File: config.mk
export PLATFORM = sky130hd
export DESIGN_NAME = cpu_core
export DESIGN_NICKNAME = d
export VERILOG_FILES = /design/src/hdl/cpu_pkg.sv /design/src/hdl/credit_fifo.sv /design/src/hdl/instr_decode.sv /design/src/hdl/alu_execute.sv /design/src/hdl/out_result.sv /design/src/hdl/cpu_core.sv
export VERILOG_INCLUDE_DIRS = /design/src /design/src/hdl
export SDC_FILE = /design/constraint.sdc
export NUM_CORES = 1
export LEC_CHECK = 0
export ABC_AREA = 1
export BUFFER_PORTS_ARGS = -buffer_cell sky130_fd_sc_hd__buf_2
export CAP_MARGIN = 15
export CORE_MARGIN = 1.5
export CORE_UTILIZATION = 51
export CTS_BUF_LIST = sky130_fd_sc_hd__clkbuf_4 sky130_fd_sc_hd__clkbuf_8
export DETAILED_ROUTE_END_ITERATION = 10
export PLACE_DENSITY_LB_ADDON = 0.2
export REMOVE_ABC_BUFFERS = 1
export SYNTH_ARGS = -nofsm -noshare
export SYNTH_HDL_FRONTEND = slang
export SYNTH_SLANG_ARGS = --single-unit
File: constraint.sdc
create_clock -name clk -period 5.1 [get_ports clk]
set_input_delay 0 -clock clk [delete_from_list [all_inputs] [get_ports clk]]
set_output_delay 0 -clock clk [all_outputs]
set_load 0.03 [all_outputs]
File: src/hdl/cpu_cfg.svh
`ifndef CPU_CFG_SVH
`define CPU_CFG_SVH

`define CPU_DATA_W      8     // Register and bus width
`define CPU_NREGS       4     // R0..R3
`define CPU_IBUF_DEPTH  4     // Input bytes, also sender credits at reset
`define CPU_OPQ_DEPTH   2     // Decoded ops between decode and execute
`define CPU_OUT_CREDITS 2     // Output words in flight at reset

// Opcode field values, bits 7..4 of the first byte
`define CPU_OP_NOP      4'd0
`define CPU_OP_MOV      4'd1
`define CPU_OP_ADD      4'd2
`define CPU_OP_SUB      4'd3
`define CPU_OP_AND      4'd4
`define CPU_OP_OR       4'd5
`define CPU_OP_SHIFT    4'd6  // RLC/RRC/SETC/CLRC by subcode
`define CPU_OP_STACK    4'd7  // Only OUT survives here
`define CPU_OP_UNARY    4'd8  // NOT/NEG/INC/DEC by subcode
`define CPU_OP_LONG     4'd12 // Two-byte group, LDM when ra is 0

`endif

File: src/hdl/cpu_pkg.sv
`default_nettype none

`include "cpu_cfg.svh"

package cpu_pkg;

	typedef logic [`CPU_DATA_W-1:0] data_t;
	typedef logic [$clog2(`CPU_NREGS)-1:0] reg_idx_t;

	// Operations that reach execute; NOPs and dropped opcodes never do
	typedef enum logic [4:0] {
		OP_MOV,
		OP_ADD,
		OP_SUB,
		OP_AND,
		OP_OR,
		OP_RLC,
		OP_RRC,
		OP_SETC,
		OP_CLRC,
		OP_NOT,
		OP_NEG,
		OP_INC,
		OP_DEC,
		OP_OUT,
		OP_LDM
	} op_kind_e;

	typedef struct packed {
		op_kind_e kind;
		reg_idx_t ra;  // Destination of two-operand ops
		reg_idx_t rb;  // Source, or destination of unary/rotate/LDM
		data_t    imm; // Second byte of LDM
	} op_t;

	// Same bit order as the {V, C, N, Z} condition code register
	typedef struct packed {
		logic v;
		logic c;
		logic n;
		logic z;
	} flags_t;

	typedef struct packed {
		flags_t flags;
		data_t  data;
	} out_word_t;

endpackage

`default_nettype wire

File: src/hdl/credit_fifo.sv
`timescale 1ns/1ps
`default_nettype none

module credit_fifo #(
	parameter type payload_t = logic [7:0],
	parameter int  DEPTH     = 4
) (
	input  wire logic     clk,
	input  wire logic     rst,
	input  wire logic     push,
	input  wire payload_t push_data,
	output logic          full,
	input  wire logic     pop,
	output payload_t      pop_data,
	output logic          empty
);

	localparam int PW = (DEPTH > 1) ? $clog2(DEPTH) : 1;
	localparam int CW = $clog2(DEPTH + 1);

	payload_t      mem [DEPTH];
	logic [PW-1:0] wr_ptr;
	logic [PW-1:0] rd_ptr;
	logic [CW-1:0] count;

	assign full     = (count == CW'(DEPTH));
	assign empty    = (count == '0);
	assign pop_data = mem[rd_ptr]; // Head is visible while not empty

	always_ff @(posedge clk or negedge rst) begin
		if (!rst) begin
			wr_ptr <= '0;
			rd_ptr <= '0;
			count  <= '0;
		end else begin
			if (push)
				wr_ptr <= (wr_ptr == PW'(DEPTH - 1)) ? '0 : wr_ptr + 1'b1;
			if (pop)
				rd_ptr <= (rd_ptr == PW'(DEPTH - 1)) ? '0 : rd_ptr + 1'b1;
			case ({push, pop})
				2'b10:   count <= count + 1'b1;
				2'b01:   count <= count - 1'b1;
				default: ; // Both or neither, level unchanged
			endcase
		end
	end

	always_ff @(posedge clk) begin
		if (push)
			mem[wr_ptr] <= push_data;
	end

	// The producer's credits must keep it from ever writing into a full buffer
	a_no_overflow: assert property (@(posedge clk) disable iff (!rst) push |-> !full);
	a_no_underflow: assert property (@(posedge clk) disable iff (!rst) pop |-> !empty);

endmodule

`default_nettype wire

File: src/hdl/instr_decode.sv
`timescale 1ns/1ps
`default_nettype none

`include "cpu_cfg.svh"

module instr_decode import cpu_pkg::*; (
	input  wire logic                  clk,
	input  wire logic                  rst,
	input  wire logic                  instr_valid,
	input  wire logic [`CPU_DATA_W-1:0] instr_byte,
	output logic                       instr_credit,
	output logic                       op_push,
	output op_t                        op_data,
	input  wire logic                  op_full
);

	typedef enum logic {
		ST_FIRST,
		ST_SECOND
	} state_e;

	state_e                 state;
	logic [`CPU_DATA_W-1:0] ibuf_data;
	logic                   ibuf_empty;
	logic                   byte_pop;
	logic [`CPU_DATA_W-1:0] first_q; // First byte of a long instruction
	logic [3:0]             opc;
	reg_idx_t               fld_ra;
	reg_idx_t               fld_rb;
	op_kind_e               dec_kind;
	logic                   dec_valid;

	credit_fifo #(
		.payload_t (logic [`CPU_DATA_W-1:0]),
		.DEPTH     (`CPU_IBUF_DEPTH)
	) ibuf (
		.clk       (clk),
		.rst       (rst),
		.push      (instr_valid),
		.push_data (instr_byte),
		.full      (),
		.pop       (byte_pop),
		.pop_data  (ibuf_data),
		.empty     (ibuf_empty)
	);

	// Hold the byte in the buffer while the op queue has no room
	assign byte_pop     = !ibuf_empty && !op_full;
	assign instr_credit = byte_pop; // One credit back per byte consumed

	assign opc    = ibuf_data[7:4];
	assign fld_ra = ibuf_data[3:2];
	assign fld_rb = ibuf_data[1:0];

	always_comb begin
		dec_valid = 1'b0;
		dec_kind  = OP_MOV;
		case (opc)
			`CPU_OP_MOV: begin dec_valid = 1'b1; dec_kind = OP_MOV; end
			`CPU_OP_ADD: begin dec_valid = 1'b1; dec_kind = OP_ADD; end
			`CPU_OP_SUB: begin dec_valid = 1'b1; dec_kind = OP_SUB; end
			`CPU_OP_AND: begin dec_valid = 1'b1; dec_kind = OP_AND; end
			`CPU_OP_OR:  begin dec_valid = 1'b1; dec_kind = OP_OR;  end
			`CPU_OP_SHIFT: begin
				dec_valid = 1'b1;
				case (fld_ra)
					2'd0:    dec_kind = OP_RLC;
					2'd1:    dec_kind = OP_RRC;
					2'd2:    dec_kind = OP_SETC;
					default: dec_kind = OP_CLRC;
				endcase
			end
			`CPU_OP_STACK: begin
				dec_valid = (fld_ra == 2'd2); // PUSH, POP and IN are gone
				dec_kind  = OP_OUT;
			end
			`CPU_OP_UNARY: begin
				dec_valid = 1'b1;
				case (fld_ra)
					2'd0:    dec_kind = OP_NOT;
					2'd1:    dec_kind = OP_NEG;
					2'd2:    dec_kind = OP_INC;
					default: dec_kind = OP_DEC;
				endcase
			end
			`CPU_OP_NOP, `CPU_OP_LONG: ; // Nothing yet, or first half of a pair
			default: ; // Dropped single-byte opcodes
		endcase
	end

	always_comb begin
		op_data.kind = dec_kind;
		op_data.ra   = fld_ra;
		op_data.rb   = fld_rb;
		op_data.imm  = '0;
		op_push      = byte_pop && dec_valid;
		if (state == ST_SECOND) begin
			// Current byte is the immediate
			op_data.kind = OP_LDM;
			op_data.ra   = first_q[3:2];
			op_data.rb   = first_q[1:0];
			op_data.imm  = ibuf_data;
			op_push      = byte_pop && (first_q[3:2] == 2'd0); // LDD/STD just consume
		end
	end

	always_ff @(posedge clk or negedge rst) begin
		if (!rst) begin
			state <= ST_FIRST;
		end else if (byte_pop) begin
			if (state == ST_FIRST && opc == `CPU_OP_LONG)
				state <= ST_SECOND;
			else
				state <= ST_FIRST;
		end
	end

	always_ff @(posedge clk) begin
		if (byte_pop && state == ST_FIRST)
			first_q <= ibuf_data;
	end

	// Second-byte state only ever follows a stored opcode 12 byte
	a_long_pair: assert property (@(posedge clk) disable iff (!rst)
		(state == ST_SECOND) |-> (first_q[7:4] == `CPU_OP_LONG));

endmodule

`default_nettype wire

File: src/hdl/alu_execute.sv
`timescale 1ns/1ps
`default_nettype none

`include "cpu_cfg.svh"

module alu_execute import cpu_pkg::*; (
	input  wire logic clk,
	input  wire logic rst,
	input  wire logic op_empty,
	input  wire op_t  op_data,
	output logic      op_pop,
	output logic      out_push,
	output out_word_t out_data,
	input  wire logic out_ready
);

	localparam int MSB = `CPU_DATA_W - 1;

	data_t                regs [`CPU_NREGS];
	flags_t               flags;
	flags_t               nxt_flags;
	data_t                a;
	data_t                b;
	data_t                res;
	logic [`CPU_DATA_W:0] sum;
	logic [`CPU_DATA_W:0] diff;
	logic                 wr_en;
	logic                 upd_zn;
	reg_idx_t             wr_idx;

	assign a    = regs[op_data.ra];
	assign b    = regs[op_data.rb];
	assign sum  = {1'b0, a} + {1'b0, b};
	assign diff = {1'b0, a} - {1'b0, b}; // Top bit is the borrow

	// OUT stalls here until the output side holds a credit
	assign op_pop   = !op_empty && ((op_data.kind != OP_OUT) || out_ready);
	assign out_push = op_pop && (op_data.kind == OP_OUT);

	assign out_data.flags = flags; // Flags as left by earlier ops
	assign out_data.data  = b;

	always_comb begin
		nxt_flags = flags;
		res       = b;
		wr_en     = 1'b0;
		upd_zn    = 1'b0;
		wr_idx    = op_data.rb;
		case (op_data.kind)
			OP_MOV: begin
				wr_en  = 1'b1;
				wr_idx = op_data.ra;
			end
			OP_ADD: begin
				res         = sum[MSB:0];
				wr_en       = 1'b1;
				wr_idx      = op_data.ra;
				upd_zn      = 1'b1;
				nxt_flags.c = sum[`CPU_DATA_W];
				nxt_flags.v = (a[MSB] == b[MSB]) && (sum[MSB] != a[MSB]);
			end
			OP_SUB: begin
				res         = diff[MSB:0];
				wr_en       = 1'b1;
				wr_idx      = op_data.ra;
				upd_zn      = 1'b1;
				nxt_flags.c = diff[`CPU_DATA_W];
				nxt_flags.v = (a[MSB] != b[MSB]) && (diff[MSB] != a[MSB]);
			end
			OP_AND, OP_OR: begin
				res    = (op_data.kind == OP_AND) ? (a & b) : (a | b);
				wr_en  = 1'b1;
				wr_idx = op_data.ra;
				upd_zn = 1'b1;
			end
			OP_RLC: begin
				res         = {b[MSB-1:0], flags.c}; // Carry enters at bit 0
				wr_en       = 1'b1;
				upd_zn      = 1'b1;
				nxt_flags.c = b[MSB];
			end
			OP_RRC: begin
				res         = {flags.c, b[MSB:1]};
				wr_en       = 1'b1;
				upd_zn      = 1'b1;
				nxt_flags.c = b[0];
			end
			OP_SETC: nxt_flags.c = 1'b1;
			OP_CLRC: nxt_flags.c = 1'b0;
			OP_NOT, OP_NEG, OP_INC, OP_DEC: begin
				case (op_data.kind)
					OP_NOT:  res = ~b;
					OP_NEG:  res = data_t'(0) - b;
					OP_INC:  res = b + data_t'(1);
					default: res = b - data_t'(1);
				endcase
				wr_en  = 1'b1;
				upd_zn = 1'b1;
			end
			OP_LDM: begin
				res   = op_data.imm;
				wr_en = 1'b1;
			end
			default: ; // OUT reads only
		endcase
		if (upd_zn) begin
			nxt_flags.z = (res == '0);
			nxt_flags.n = res[MSB];
		end
	end

	always_ff @(posedge clk or negedge rst) begin
		if (!rst) begin
			for (int i = 0; i < `CPU_NREGS; i++)
				regs[i] <= '0;
			flags <= '0;
		end else if (op_pop) begin
			if (wr_en)
				regs[wr_idx] <= res;
			flags <= nxt_flags;
		end
	end

	// Queue head always holds a legal operation
	a_legal_kind: assert property (@(posedge clk) disable iff (!rst)
		!op_empty |-> (op_data.kind <= OP_LDM));

endmodule

`default_nettype wire

File: src/hdl/out_result.sv
`timescale 1ns/1ps
`default_nettype none

`include "cpu_cfg.svh"

module out_result import cpu_pkg::*; (
	input  wire logic      clk,
	input  wire logic      rst,
	input  wire logic      out_push,
	input  wire out_word_t out_data,
	output logic           out_ready,
	output logic           out_valid,
	output out_word_t      out_word,
	input  wire logic      out_credit
);

	localparam int CW = $clog2(`CPU_OUT_CREDITS + 1);

	logic [CW-1:0] credits; // Words the consumer can still accept

	assign out_ready = (credits != '0);

	always_ff @(posedge clk or negedge rst) begin
		if (!rst) begin
			credits   <= CW'(`CPU_OUT_CREDITS);
			out_valid <= 1'b0;
		end else begin
			out_valid <= out_push; // Single-cycle strobe
			case ({out_push, out_credit})
				2'b10:   credits <= credits - 1'b1;
				2'b01:   credits <= credits + 1'b1;
				default: ; // Spend and return cancel out
			endcase
		end
	end

	always_ff @(posedge clk) begin
		if (out_push)
			out_word <= out_data;
	end

	// Consumer returning more credits than it was ever given
	a_credit_max: assert property (@(posedge clk) disable iff (!rst)
		credits <= CW'(`CPU_OUT_CREDITS));
	a_push_credit: assert property (@(posedge clk) disable iff (!rst)
		out_push |-> out_ready);

endmodule

`default_nettype wire

File: src/hdl/cpu_core.sv
`timescale 1ns/1ps
`default_nettype none

`include "cpu_cfg.svh"

module cpu_core import cpu_pkg::*; (
	input  wire logic                   clk,
	input  wire logic                   rst,
	input  wire logic                   instr_valid,
	input  wire logic [`CPU_DATA_W-1:0] instr_byte,
	output logic                        instr_credit,
	output logic                        out_valid,
	output out_word_t                   out_word,
	input  wire logic                   out_credit
);

	logic      op_push;
	logic      op_full;
	op_t       op_in;
	logic      op_pop;
	logic      op_empty;
	op_t       op_head;
	logic      res_push;
	out_word_t res_data;
	logic      res_ready;

	instr_decode u_decode (
		.clk          (clk),
		.rst          (rst),
		.instr_valid  (instr_valid),
		.instr_byte   (instr_byte),
		.instr_credit (instr_credit),
		.op_push      (op_push),
		.op_data      (op_in),
		.op_full      (op_full)
	);

	// Decoded op queue between decode and execute
	credit_fifo #(
		.payload_t (op_t),
		.DEPTH     (`CPU_OPQ_DEPTH)
	) u_opq (
		.clk       (clk),
		.rst       (rst),
		.push      (op_push),
		.push_data (op_in),
		.full      (op_full),
		.pop       (op_pop),
		.pop_data  (op_head),
		.empty     (op_empty)
	);

	alu_execute u_exec (
		.clk       (clk),
		.rst       (rst),
		.op_empty  (op_empty),
		.op_data   (op_head),
		.op_pop    (op_pop),
		.out_push  (res_push),
		.out_data  (res_data),
		.out_ready (res_ready)
	);

	out_result u_out (
		.clk        (clk),
		.rst        (rst),
		.out_push   (res_push),
		.out_data   (res_data),
		.out_ready  (res_ready),
		.out_valid  (out_valid),
		.out_word   (out_word),
		.out_credit (out_credit)
	);

endmodule

`default_nettype wire

# After elaboration in Yosys (flattened, before gate mapping)
# Memories as Yosys holds them, arrays and structs flattened.
# Index checks and enable logic that the tools add are counted.
dict set report word_totals {
  register_bits 67
  latchBits 0
  ramBits 66
  romBits 0
  input_bits 12
  out_inout_bits 14
  word_cells 161
  mem_count 2
}
dict set report op_classes {
  add_sub_neg 15
  multipliers 0
  div_mod_pow 0
  order_cmp 4
  n_eq_ne 39
  shifts 0
  muxes 35
  bitwise_logic 7
  n_reduce_logical 36
}
# memory words word_bits read_ports rd_ports_with_merged_regs wr line
set memory_table {}
lappend memory_table {u_opq.mem 2 17 1 0 1 credit_fifo.sv:21} ;# payload_t mem [DEPTH];
lappend memory_table {u_decode.ibuf.mem 4 8 1 0 1 credit_fifo.sv:21}
# op count
set ops {}
lappend ops {{one-hot mux 8 bit (7 select lines)} 1}
lappend ops {{two-way mux 8 bit} 6}
lappend ops {{== test 5 x 4 -> 1 bit, second input constant} 7}
lappend ops {{one-hot mux 5 bit (7 select lines)} 1}
lappend ops {{binary-select mux 8 bit (select 2 bit)} 2}
lappend ops {{bitwise mux 32 bit} 1}
lappend ops {{one-hot mux 8 bit (3 select lines)} 1}
lappend ops {{== test 5 x 3 -> 1 bit, second input constant} 4}
lappend ops {{two-way mux 17 bit} 1}
lappend ops {{demux 8 bit (select 2 bit)} 1}
lappend ops {{== test 4 x 3 -> 1 bit, second input constant} 4}
lappend ops {{== test 2 bit, second input constant} 7}
lappend ops {{one-hot mux 4 bit (3 select lines)} 1}
lappend ops {{OR reduction 12 bit} 1}
lappend ops {{== test 5 x 2 -> 1 bit, second input constant} 2}
lappend ops {{logical AND 1 bit} 10}
lappend ops {{two-way mux 1 bit} 10}
lappend ops {{nonzero test 2 bit} 5}
lappend ops {{OR reduction 10 bit} 1}
lappend ops {{adder 8 x 8 -> 9 bit} 1}
lappend ops {{>= comparator 3 bit, second input constant} 3}
lappend ops {{NOT 2 -> 3 bit} 3}
lappend ops {{one-hot mux 3 bit (3 select lines)} 1}
lappend ops {{subtractor 8 x 8 -> 9 bit} 1}
lappend ops {{38 further kinds} 61}

# Depth between registers and ports, before layout
# Gate-level depths: netlist of the first run.
# An unclocked memory read counts as a cell.
dict set report logic_depth {
  word_depth 10
  mapped_depth 26
  ltp_nobuf 24
}

# By module
# Synthesis of the first run repeated with hierarchy kept, for this count alone.
dict set report unflattened {
  hier_cells 1071
  hier_area_um2 8607.0
}
# mod instances cells_each area_per_inst_um2 seq_area_each_um2
set by_module_without_submodules {}
lappend by_module_without_submodules {alu_execute 1 695 4285.4 900.9}
lappend by_module_without_submodules {{credit_fifo at u_decode.ibuf} 1 147 1715.4 1136.1}
lappend by_module_without_submodules {{credit_fifo at u_opq} 1 113 1547.7 1121.1}
lappend by_module_without_submodules {instr_decode 1 87 544.3 145.1}
lappend by_module_without_submodules {out_result 1 29 514.2 436.7}

# Worst setup path after synthesis of the first run
# OpenSTA, ideal clock, no wires.
dict set report synth_timing {
  path_kind {register to register}
  start {register u_opq.rd_ptr}
  end {register u_exec.flags, in the netlist u_exec.out_data[8]}
  setup_ns 0.117
  t_arrival_ns 3.281
  required_ns 4.983
  setup_slack_ns 1.702
  path_stages_with_launch 24
  synth_period_minus_slack_ns 3.398
  path_cell_list {dfrtp_1 -> buf_6 -> inv_6 -> nand2_1 -> nand2_1 -> clkbuf_1 -> buf_1 -> nand2_1 -> a32oi_1 -> inv_1 -> ha_1 -> inv_1 -> a21oi_1 -> nor3_1 -> a211oi_1 -> nand2_1 -> nand2_1 -> nand3_1 -> nand2_1 -> nor2_1 -> nand2_1 -> nand2_2 -> nand3_1 -> nand2_1}
}
dict set report synth_between {
  elab_chain_len 9
  elab_cells_between_ends 40
  classes_between {add/sub: 5; eq/ne: 12; mux: 10; bitwise: 5; reduce/logical: 7; memory: 1}
}
# item line
set synth_rtl {}
lappend synth_rtl {{start, declared} credit_fifo.sv:23} ;# logic [PW-1:0] rd_ptr;
lappend synth_rtl {{start signal, assigned} credit_fifo.sv:39} ;# rd_ptr <= (rd_ptr == PW'(DEPTH - 1)) ? '0 : rd_ptr + 1'b1;
lappend synth_rtl {{memory read (2 x 17 bit) (*)} --}
lappend synth_rtl {{NOT 2 -> 3 bit (on tied branches)} {alu_execute.sv:32, alu_execute.sv:31}}
lappend synth_rtl {{binary-select mux 8 bit (select 2 bit) (on tied branches)} {alu_execute.sv:32, alu_execute.sv:31}}
lappend synth_rtl {{two-way mux 8 bit (on tied branches) (2 in series)} {alu_execute.sv:32, alu_execute.sv:31}}
lappend synth_rtl {{subtractor 8 x 1 -> 8 bit, or another cell as far along} alu_execute.sv:95} ;# default: res = b - data_t'(1);
lappend synth_rtl {{one-hot mux 8 bit (3 select lines) / two-way mux 8 bit (equally long branches)} {alu_execute.sv:91, alu_execute.sv:71}}
lappend synth_rtl {{one-hot mux 8 bit (7 select lines)} alu_execute.sv:49} ;# case (op_data.kind)
lappend synth_rtl {{zero test 8 bit} alu_execute.sv:107} ;# nxt_flags.z = (res == '0);
lappend synth_rtl {{end signal, assigned} alu_execute.sv:120} ;# flags <= nxt_flags;
lappend synth_rtl {{end, declared} alu_execute.sv:20} ;# flags_t flags;
# Every way passes the cells marked *; elsewhere a longest branch is shown, timed or not. The select of a mux whose other input is x is not followed.
# A chain may end at the register's enable or synchronous reset.

# Worst setup path after layout of the first run
# Same ends and word-level chain as after synthesis.

==> results.ini, run 1 <==
[status]
status = completed

[route]
wl_per_cell_um = 15.7
ant_nets = 0
routed_wl_mm = 21.0
drcViolationCount = 0
drt_iter0_drc = 626
drt_pre_antenna_iters = 7
viasPerCell = 5.41
vias = 7232

[timing]
hold_viol = 0
setup_viol = 0
fin_crit_sh_pct = 83.5
setup_tns_ns = 0
slew_headroom_pct = 33.2
timing.final.crit_period_ns = 4.26
worstMarginPinSlew_ns = 0.996
fin_skew_ns = 0.0167
rsz0062_at_grt = false
drv_slew = 0
fmax_mhz = 235

[grt]
grt_pass1_vias = 6810
antenna_found_initial = 0
grt_use_total_pct = 25.1
grt_pass1_wl_mm = 34.1
overflow = 0
grt_max_degree = 52

[hold_path]
hp-class = in -> async

[setup_path]
critPathKind = reg -> reg
worstPathArrival_ns = 4.66
worstSetupEndpointType = flip-flop
r2r-start = u_opq.rd_ptr
cp_max_fo = 23
cp.required_ns = 5.50
critPathLaunchType = flip-flop
startpoint = u_opq.rd_ptr

[floorplan]
fp.dieH_um = 132
start_util_pct = 52.9
dieArea_mm2 = 0.0174
die_x_um = 132
ios = 26
core_area_mm2 = 0.0161
rows = 46

[final_layout]
n_antenna_cell = 0
nNetsFinal = 1165
drive_gt1_share_pct = 11.4
instances_no_fill = 1337
areaGrowthSynthToFinish_pct = 8.92

[yosys]
seq_area_frac_synth_pct = 43.4
yosysWarnings = 0
synthCells = 1073
synth_area_mm2 = 0.00849
async_reset_ff_share_pct = 38.9
synth_edf_count = 80
synthFlopType = edfxtp_1
synth_seq_cells = 131
syn_avg_cell_area_um2 = 7.91
ys_types = 51

[job]
drv_cap = 0

[placed_design]
hpwl_mm = 15.7
port_buffers = 25
gp_congestion = 0.937
dp_cells = 1294

[clocking]
cts_tree = done
cts-root-buf = clkbuf_8
cts_resized = 0
clk_latency_ns = 0.46
cts.path.max_buffers = 2
cts_buffers = 17
cts.sinks = 131
clk_pin_slew_ns = 0.08
htreeDepth = 4

path summary, 6_finish.rpt:
kind / depth (start not counted) / slack (ns) / end
setup / recovery: 23 / 0.84 / u_exec.out_data[8]
hold / removal: 3 / 0.19 / u_exec.regs[3]
setup reg to reg: 23 / 0.84 / u_exec.out_data[8]
hold reg to reg: 0 / 0.45 / u_out.out_word[11]
max in group asynchronous: 3 / 4.42 / u_decode.state
min in group clk: 2 / 0.29 / u_decode.ibuf.mem[0][2]
metal layers:
metal | wire length [µm] | global-route usage, % | vias to the layer above
li1 | - | - | 3591
met1 | 8680 | 30.1 | 3272
met2 | 9760 | 41.7 | 293
met3 | 1400 | 5.15 | 76
met4 | 1130 | 15.1 | 0
met5 | 0 | 0 | -
kinds of logic after synthesis:
family,synth area share [%]
and+or+nand+nor,29.7
buffers and inverters,8.64
AOI/OAI and AO/OA,10.4
DFF,43.4
adders and majority gates,6.90
xor gates and xnor gates,1.03
cell type report:
class                   instances  area, µm²
repair buffers                 41        273
fillers                      1454       6810
well taps                     216        270
inverters                     149        564
flip-flops and latches        131       3680
clock inverters                12        120
multi-input cells             768       4080
clock buffers                  20        263
cell usage in the layout (no fill, tap or decap), drive strengths merged, types with 2 or more instances in the layout:
| cell | n |
|---|---|
| a211oi | 3 |
| a21oi | 35 |
| a32oi | 11 |
| buf | 30 |
| clkbuf | 20 |
| clkinv | 6 |
| clkinvlp | 3 |
| dfrtp | 50 |
| dlygate4sd3 | 11 |
| edfxtp | 80 |
| fa | 3 |
| ha | 42 |
| inv | 151 |
| nand2 | 350 |
| nand3 | 101 |
| nand3b | 3 |
| nand4 | 12 |
| nor2 | 88 |
| nor3 | 5 |
| nor4 | 2 |
| o2111ai | 2 |
| o211ai | 13 |
| o21ai | 71 |
| o21bai | 2 |
| o22ai | 3 |
| or2 | 6 |
| xnor2 | 4 |
| xor2 | 6 |
Yosys cell counts, types with 2 or more instances:
master	instances	area, µm²
nor4_1	2	12.5
a21oi_1	34	170
o211ai_1	12	90.1
nor2_1	74	278
o21ai_1	22	110
nand2_4	7	78.8
clkinv_1	3	11.3
nand2_2	19	119
a211oi_1	3	22.5
ha_1	42	526
dfrtp_1	50	1250
buf_2	6	30.0
fa_1	3	60.1
o21bai_1	2	15.0
xnor2_1	4	35.0
nand2_1	323	1210
o21ai_0	44	220
inv_1	138	518
nand3_1	96	480
o21ai_2	4	35.0
o22ai_1	3	18.8
buf_1	2	7.51
nor2_2	10	62.6
or2_2	5	31.3
o2111ai_1	2	17.5
nor3_1	5	25.0
clkbuf_1	8	30.0
a32oi_1	11	96.3
nand3_2	5	50.1
xor2_1	6	52.6
inv_2	7	26.3
nand3b_1	3	22.5
buf_6	7	78.8
nor2_4	4	45.0
nand4_1	12	75.1
edfxtp_1	80	2400
worst max-delay path, stage by stage, from the launching register on:
cell	delay [ns]
dfrtp_1	0.44
inv_6	0.16
nand2_1	0.12
nand2_1	0.54
clkinv_1	0.43
nand2_1	0.16
a32oi_1	0.20
inv_1	0.12
ha_1	0.24
inv_1	0.11
fa_1	0.45
inv_1	0.12
nand3_1	0.09
nand3_1	0.11
nand2_1	0.06
nand2_1	0.06
nor2_1	0.05
nor2_1	0.13
nand3_1	0.08
nand2_1	0.19
nand3_1	0.10
nor2_1	0.10
nand3_1	0.08
nand2_1	0.06
state kept, by name, summed over array words and instances (netlist names), 2 cells and up:
name and cells:
u_decode.ibuf.mem 32, u_exec.regs 32, u_opq.mem 32, u_out.out_word 12
u_decode.first_q 4, u_exec.out_data 4, u_decode.ibuf.count 3, u_decode.ibuf.rd_ptr 2
u_decode.ibuf.wr_ptr 2, u_opq.count 2, u_out.credits 2
through the flow:
stage	setup WS, ns	hold slack, ns	utilization (%)	area (µm²)
after floorplan	1.22	-0.296	-	8320
after global placement	1.00	0.164	54.5	8750
after detailed placement	0.946	0.164	54.5	8750
after CTS	0.914	0.195	57.6	9250
after global routing	0.486	0.257	57.6	9250
final	0.842	0.187	57.6	9250
repair_timing:
| action | 4_1_cts | 5_1_grt |
|---|---|---|
| hold buffers | 11 | 0 |
| endpoints found under the setup margin | 0 | 0 |
| setup buffers | 0 | 0 |
| endpoints found under the hold margin | 86 | 0 |
Power of run 1 is not shown: default switching activity piles up to over one toggle a cycle in this logic, so the estimate is an artifact.
==> run 2: changes to the inputs <==
clock period = 3.95 ns   (was 5.1 ns; I/O delays follow)
==> run 2 against run 1 <==
  * Highest routed layer unchanged
  * Critical path type unchanged
  * Design area is 1.6% higher
  * Largest cell class unchanged
  * Non-clock buffer count is 14 higher
  * Flip-flop and latch count stayed put
==> results.ini, run 2 (synthesis gave the netlist of run 1 again) <==
[grt]
grt_use_total_pct = 25.2  ; was 25.1%
antenna_found_initial = 0  ; unchanged
grt_pass1_vias = 6519  ; was 6,810
overflow = 0  ; unchanged
grt_max_degree = 52  ; unchanged
grt_pass1_wl_mm = 33.9  ; was 34.1 mm

[clocking]
clk_latency_ns = 0.46  ; about the same
cts.sinks = 131  ; unchanged
cts.path.max_buffers = 2  ; unchanged
cts_buffers = 17  ; unchanged
cts_tree = done  ; unchanged
htreeDepth = 4  ; unchanged
clk_pin_slew_ns = 0.08  ; about the same
cts-root-buf = clkbuf_8  ; unchanged

[setup_path]
slowest_stage = dfrtp_2  ; was nand2_1
critPathLaunchType = flip-flop  ; unchanged
cp_common_cell = nand2_1  ; unchanged
critPathKind = reg -> reg  ; unchanged
cp.required_ns = 4.27  ; was 5.50 ns
worstPathArrival_ns = 3.93  ; was 4.66 ns
worstSetupEndpointType = flip-flop  ; unchanged
cpPeakStageDelay_ns = 0.47  ; was 0.54 ns
path_cells = inv_6, nand2_1, nand2_1, buf_4, nor2_1, inv_1, a32oi_1, inv_1, ha_1, inv_1, a21oi_1, nor3_1, a211oi_1, nand3_1, nand3_1, nand2_1, nor2_1, nand2_1, nand2_2, o21ai_1  ; was inv_6, nand2_1, nand2_1, clkinv_1, nand2_1, a32oi_1, inv_1, ha_1, inv_1, fa_1, inv_1, nand3_1, nand3_1, nand2_1, nand2_1, nor2_1, nor2_1, nand3_1, nand2_1, nand3_1, nor2_1, nand3_1, nand2_1
cp_max_fo = 8  ; was 23

[final_layout]
nNetsFinal = 1179  ; was 1,165
drive_gt1_share_pct = 12.9  ; was 11.4%
final_common_cell = nand2_1  ; unchanged
n_antenna_cell = 0  ; unchanged
areaGrowthSynthToFinish_pct = 10.7  ; was 8.92%
reg.largest.list = u_decode.ibuf.mem (32), u_exec.regs (32), u_opq.mem (32)  ; unchanged
most-common-layout-cells = nand2_1, inv_1, nand3_1  ; unchanged

[floorplan]
ios = 26  ; unchanged
dieArea_mm2 = 0.0174  ; unchanged
die_x_um = 132  ; unchanged
core_area_mm2 = 0.0161  ; unchanged
start_util_pct = 52.9  ; unchanged
rows = 46  ; unchanged
fp.dieH_um = 132  ; unchanged

[route]
drt_iter0_drc = 654  ; was 626
viasPerCell = 5.32  ; was 5.41
vias = 7185  ; was 7,232
wl_per_cell_um = 15.8  ; was 15.7 µm
drcViolationCount = 0  ; unchanged
drt_pre_antenna_iters = 5  ; was 7
ant_nets = 0  ; unchanged
routed_wl_mm = 21.4  ; was 21.0 mm

[timing]
drv_slew = 0  ; unchanged
fmax_mhz = 277  ; was 235 MHz
worstMarginPinSlew_ns = 0.697  ; was 0.996 ns
rsz0062_at_grt = false  ; unchanged
setup_tns_ns = 0  ; unchanged
fin_skew_ns = 0.0161  ; was 0.0167 ns
slew_headroom_pct = 53.5  ; was 33.2%
fin_crit_sh_pct = 91.3  ; was 83.5%
timing.final.crit_period_ns = 3.61  ; was 4.26 ns
hold_viol = 0  ; unchanged
setup_viol = 0  ; unchanged

[placed_design]
gp_congestion = 0.979  ; was 0.937
hpwl_mm = 16.1  ; was 15.7 mm
port_buffers = 25  ; unchanged

[status]
status = completed  ; unchanged

[hold_path]
hp-class = in -> async  ; unchanged

[job]
drv_cap = 0  ; unchanged

## run 2: timing repair
item / in CTS / in global routing
gates resized for setup: 0 / 6
hold endpoints to repair: 86 / 0
hold buffers: 11 / 0
setup endpoints to repair: 0 / 13
setup buffers: 0 / 0
## run 2: layout make-up
cell class | count | area (µm²)
Fill cell | 1441 | 6670
Tap cell | 216 | 270
Multi-Input combinational cell | 768 | 4100
Clock buffer | 18 | 241
Timing Repair Buffer | 55 | 382
Clock inverter | 13 | 153
Inverter | 149 | 564
Sequential cell | 131 | 3680
## run 2: layer usage
layer	track usage (%)	part of all wire (%)	vias to the layer above
li1	-	-	3619
met1	32.0	43	3240
met2	41.6	47	282
met3	4.34	6.0	44
met4	12.4	3.9	0
met5	0	0	-
## run 2: final timing paths
| kind | from | endpoint | slack (ns) | cells after the start |
|---|---|---|---|---|
| setup / recovery | u_opq.rd_ptr | u_exec.regs[15] | 0.34 | 20 |
| max in group asynchronous | rst | u_opq.rd_ptr | 3.27 | 3 |
| hold / removal | rst | u_out.credits[0] | 0.20 | 3 |
| setup reg to reg | u_opq.rd_ptr | u_exec.regs[15] | 0.34 | 20 |
| min in group clk | instr_byte[5] | u_decode.ibuf.mem[2][5] | 0.29 | 2 |
| hold reg to reg | u_exec.out_data[11] | u_out.out_word[11] | 0.47 | 0 |
## run 2: metrics by stage
step	hold WS [ns]	utilization, %	worst slack (ns)	cells	instance area [µm²]
after floorplan	-0.296	-	0.0736	1048	8320
after global placement	0.170	55.2	0.166	1308	8860
after detailed placement	0.178	55.2	0.188	1308	8860
after CTS	0.197	58.3	0.174	1350	9360
after global routing	0.247	58.5	0.0810	1350	9390
final	0.198	58.5	0.344	1350	9390
## run 2: critical path: cells and delay by family, from the launching register on
kind	cells	cell delay [ns]
AO/OA/AOI/OAI	4	0.89
flip-flops	1	0.47
adder cells (fa/ha/maj)	1	0.39
buffers and inverters	5	0.62
AND/OR/NAND/NOR	10	1.08
Power of run 2 is left out for the same reason.
==> run 3: changes to the inputs <==
SKIP_LAST_GASP = 1   (was default)
clock period = 4.2 ns   (was 3.95 ns; I/O delays follow)
==> run 3 against run 2 <==
  * Maximum frequency decreased by 8.4%
  * Utilization shrank 0.33 points
  * Routed wire length shrank 0.44%
  * Sequential share of layout area rose by 0.21 points
  * Clock-buffer cell count did not move
  * Clock skew down 0.0017 ns
  * Critical endpoint is now u_exec.out_data[8]
  * Largest cell class unchanged
  * Highest routed layer unchanged
==> results.ini, run 3 (synthesis gave the netlist of run 1 again) <==
[clocking]
clk_latency_ns = 0.45  ; was 0.46 ns
cts_buffers = 17  ; unchanged
clk_pin_slew_ns = 0.09  ; was 0.08 ns
cts_resized = 0  ; unchanged
cts-root-buf = clkbuf_8  ; unchanged
cts.sinks = 131  ; unchanged
cts_tree = done  ; unchanged
cts.path.max_buffers = 2  ; unchanged
htreeDepth = 4  ; unchanged

[timing]
fmax_mhz = 254  ; was 277 MHz
timing.final.crit_period_ns = 3.94  ; was 3.61 ns
fin_ws_ns = 0.262  ; was 0.344 ns
rsz0062_at_grt = false  ; unchanged
drv_slew = 0  ; unchanged
worstMarginPinSlew_ns = 0.751  ; was 0.697 ns
setup_tns_ns = 0  ; unchanged
fin_crit_sh_pct = 93.8  ; was 91.3%
setup_viol = 0  ; unchanged
fin_skew_ns = 0.0144  ; was 0.0161 ns
slew_headroom_pct = 49.9  ; was 53.5%
hold_viol = 0  ; unchanged

[route]
drcViolationCount = 0  ; unchanged
drt_iter0_drc = 719  ; was 654
vias = 7340  ; was 7,185
drt_pre_antenna_iters = 7  ; was 5
routed_wl_mm = 21.3  ; was 21.4 mm
ant_nets = 0  ; unchanged
viasPerCell = 5.45  ; was 5.32
wl_per_cell_um = 15.8  ; about the same

[setup_path]
worstPathArrival_ns = 4.33  ; was 3.93 ns
worstSetupEndpointType = flip-flop  ; unchanged
critPathKind = reg -> reg  ; unchanged
critPathLaunchType = flip-flop  ; unchanged
cp.required_ns = 4.59  ; was 4.27 ns
cp_max_fo = 23  ; was 8

[final_layout]
reg.largest.list = u_decode.ibuf.mem (32), u_exec.regs (32), u_opq.mem (32)  ; unchanged
final_core_util_pct = 58.2  ; was 58.5%
drive_gt1_share_pct = 12.2  ; was 12.9%
n_antenna_cell = 0  ; unchanged
nNetsFinal = 1174  ; was 1,179
areaGrowthSynthToFinish_pct = 10.0  ; was 10.7%
final_common_cell = nand2_1  ; unchanged
most-common-layout-cells = nand2_1, inv_1, nand3_1  ; unchanged

[placed_design]
dp_slack_ns = 0.366  ; was 0.188 ns
gp_congestion = 0.984  ; was 0.979
hpwl_mm = 16.1  ; about the same
port_buffers = 25  ; unchanged

[grt]
grt_pass1_wl_mm = 34.6  ; was 33.9 mm
grt_pass1_vias = 6866  ; was 6,519
grt_max_degree = 52  ; unchanged
overflow = 0  ; unchanged
grt_use_total_pct = 25.3  ; was 25.2%
antenna_found_initial = 0  ; unchanged

[floorplan]
ios = 26  ; unchanged
die_x_um = 132  ; unchanged
fp.dieH_um = 132  ; unchanged
dieArea_mm2 = 0.0174  ; unchanged
core_area_mm2 = 0.0161  ; unchanged
rows = 46  ; unchanged
start_util_pct = 52.9  ; unchanged

[status]
status = completed  ; unchanged

[job]
drv_cap = 0  ; unchanged

[hold_path]
hp-class = in -> async  ; unchanged

[run 3: cell types whose count changed in the layout (fill, tap and decap cells not counted), moves of 2 or more]
cell,delta
a32oi_1,+2
clkinv_4,-3
inv_8,+3
a32oi_2,-2
buf_4,-4
[run 3: layer usage]
layer	part of all wire, %	routed length, µm	up-vias	GRT usage, %
met1	42	8920	3395	31.2
met2	49	10300	280	42.9
met4	3.6	764	0	11.7
li1	-	-	3614	-
met3	5.9	1250	51	4.84
met5	0	0	-	0
[run 3: layout make-up]
type | count | area, µm²
clock buffer | 18 | 241
clock inverter | 14 | 169
fill | 1460 | 6720
inverter | 149 | 564
multi-input combinational | 768 | 4080
sequential | 131 | 3680
tap | 216 | 270
timing repair buffer | 50 | 340
[run 3: metrics by stage]
stage	hold WS, ns	cell area, µm²	instances
after floorplan	-0.296	8320	1048
after global placement	0.174	8820	1303
after detailed placement	0.165	8820	1303
after CTS	0.204	9340	1346
after global routing	0.245	9340	1346
final	0.196	9340	1346
[run 3: worst max-delay path: stages, from the launching register on]
cell,delay (ns)
dfrtp_1,0.52
buf_4,0.34
nor2_1,0.10
nor2_2,0.48
nand3_2,0.14
nand2_2,0.11
ha_1,0.24
inv_1,0.10
fa_1,0.44
inv_1,0.12
nand2_1,0.06
nand3_1,0.10
nand3_1,0.08
nor2_1,0.15
nand2_1,0.07
nor2_1,0.16
nand2_1,0.11
a21oi_1,0.18
nand3_1,0.13
nor2_1,0.10
nand3_1,0.07
nand2_1,0.07
[run 3: final timing paths]
path                                startpoint                 endpoint  slack (ns)  cells after the start
max                               u_opq.rd_ptr       u_exec.out_data[8]        0.26                     21
min                                        rst          u_out.out_valid        0.20                      3
max reg2reg                       u_opq.rd_ptr       u_exec.out_data[8]        0.26                     21
min reg2reg                u_exec.out_data[11]       u_out.out_word[11]        0.47                      0
max in group asynchronous                  rst           u_decode.state        3.54                      3
min in group clk                 instr_byte[2]  u_decode.ibuf.mem[3][2]        0.29                      2
[run 3: what timing repair did]
item                       in CTS  in global routing
hold buffers                   11                  0
hold endpoints to repair       86                  0
setup buffers                   0                  0
setup endpoints to repair       0                  0
Power of run 3 is left out for the same reason.
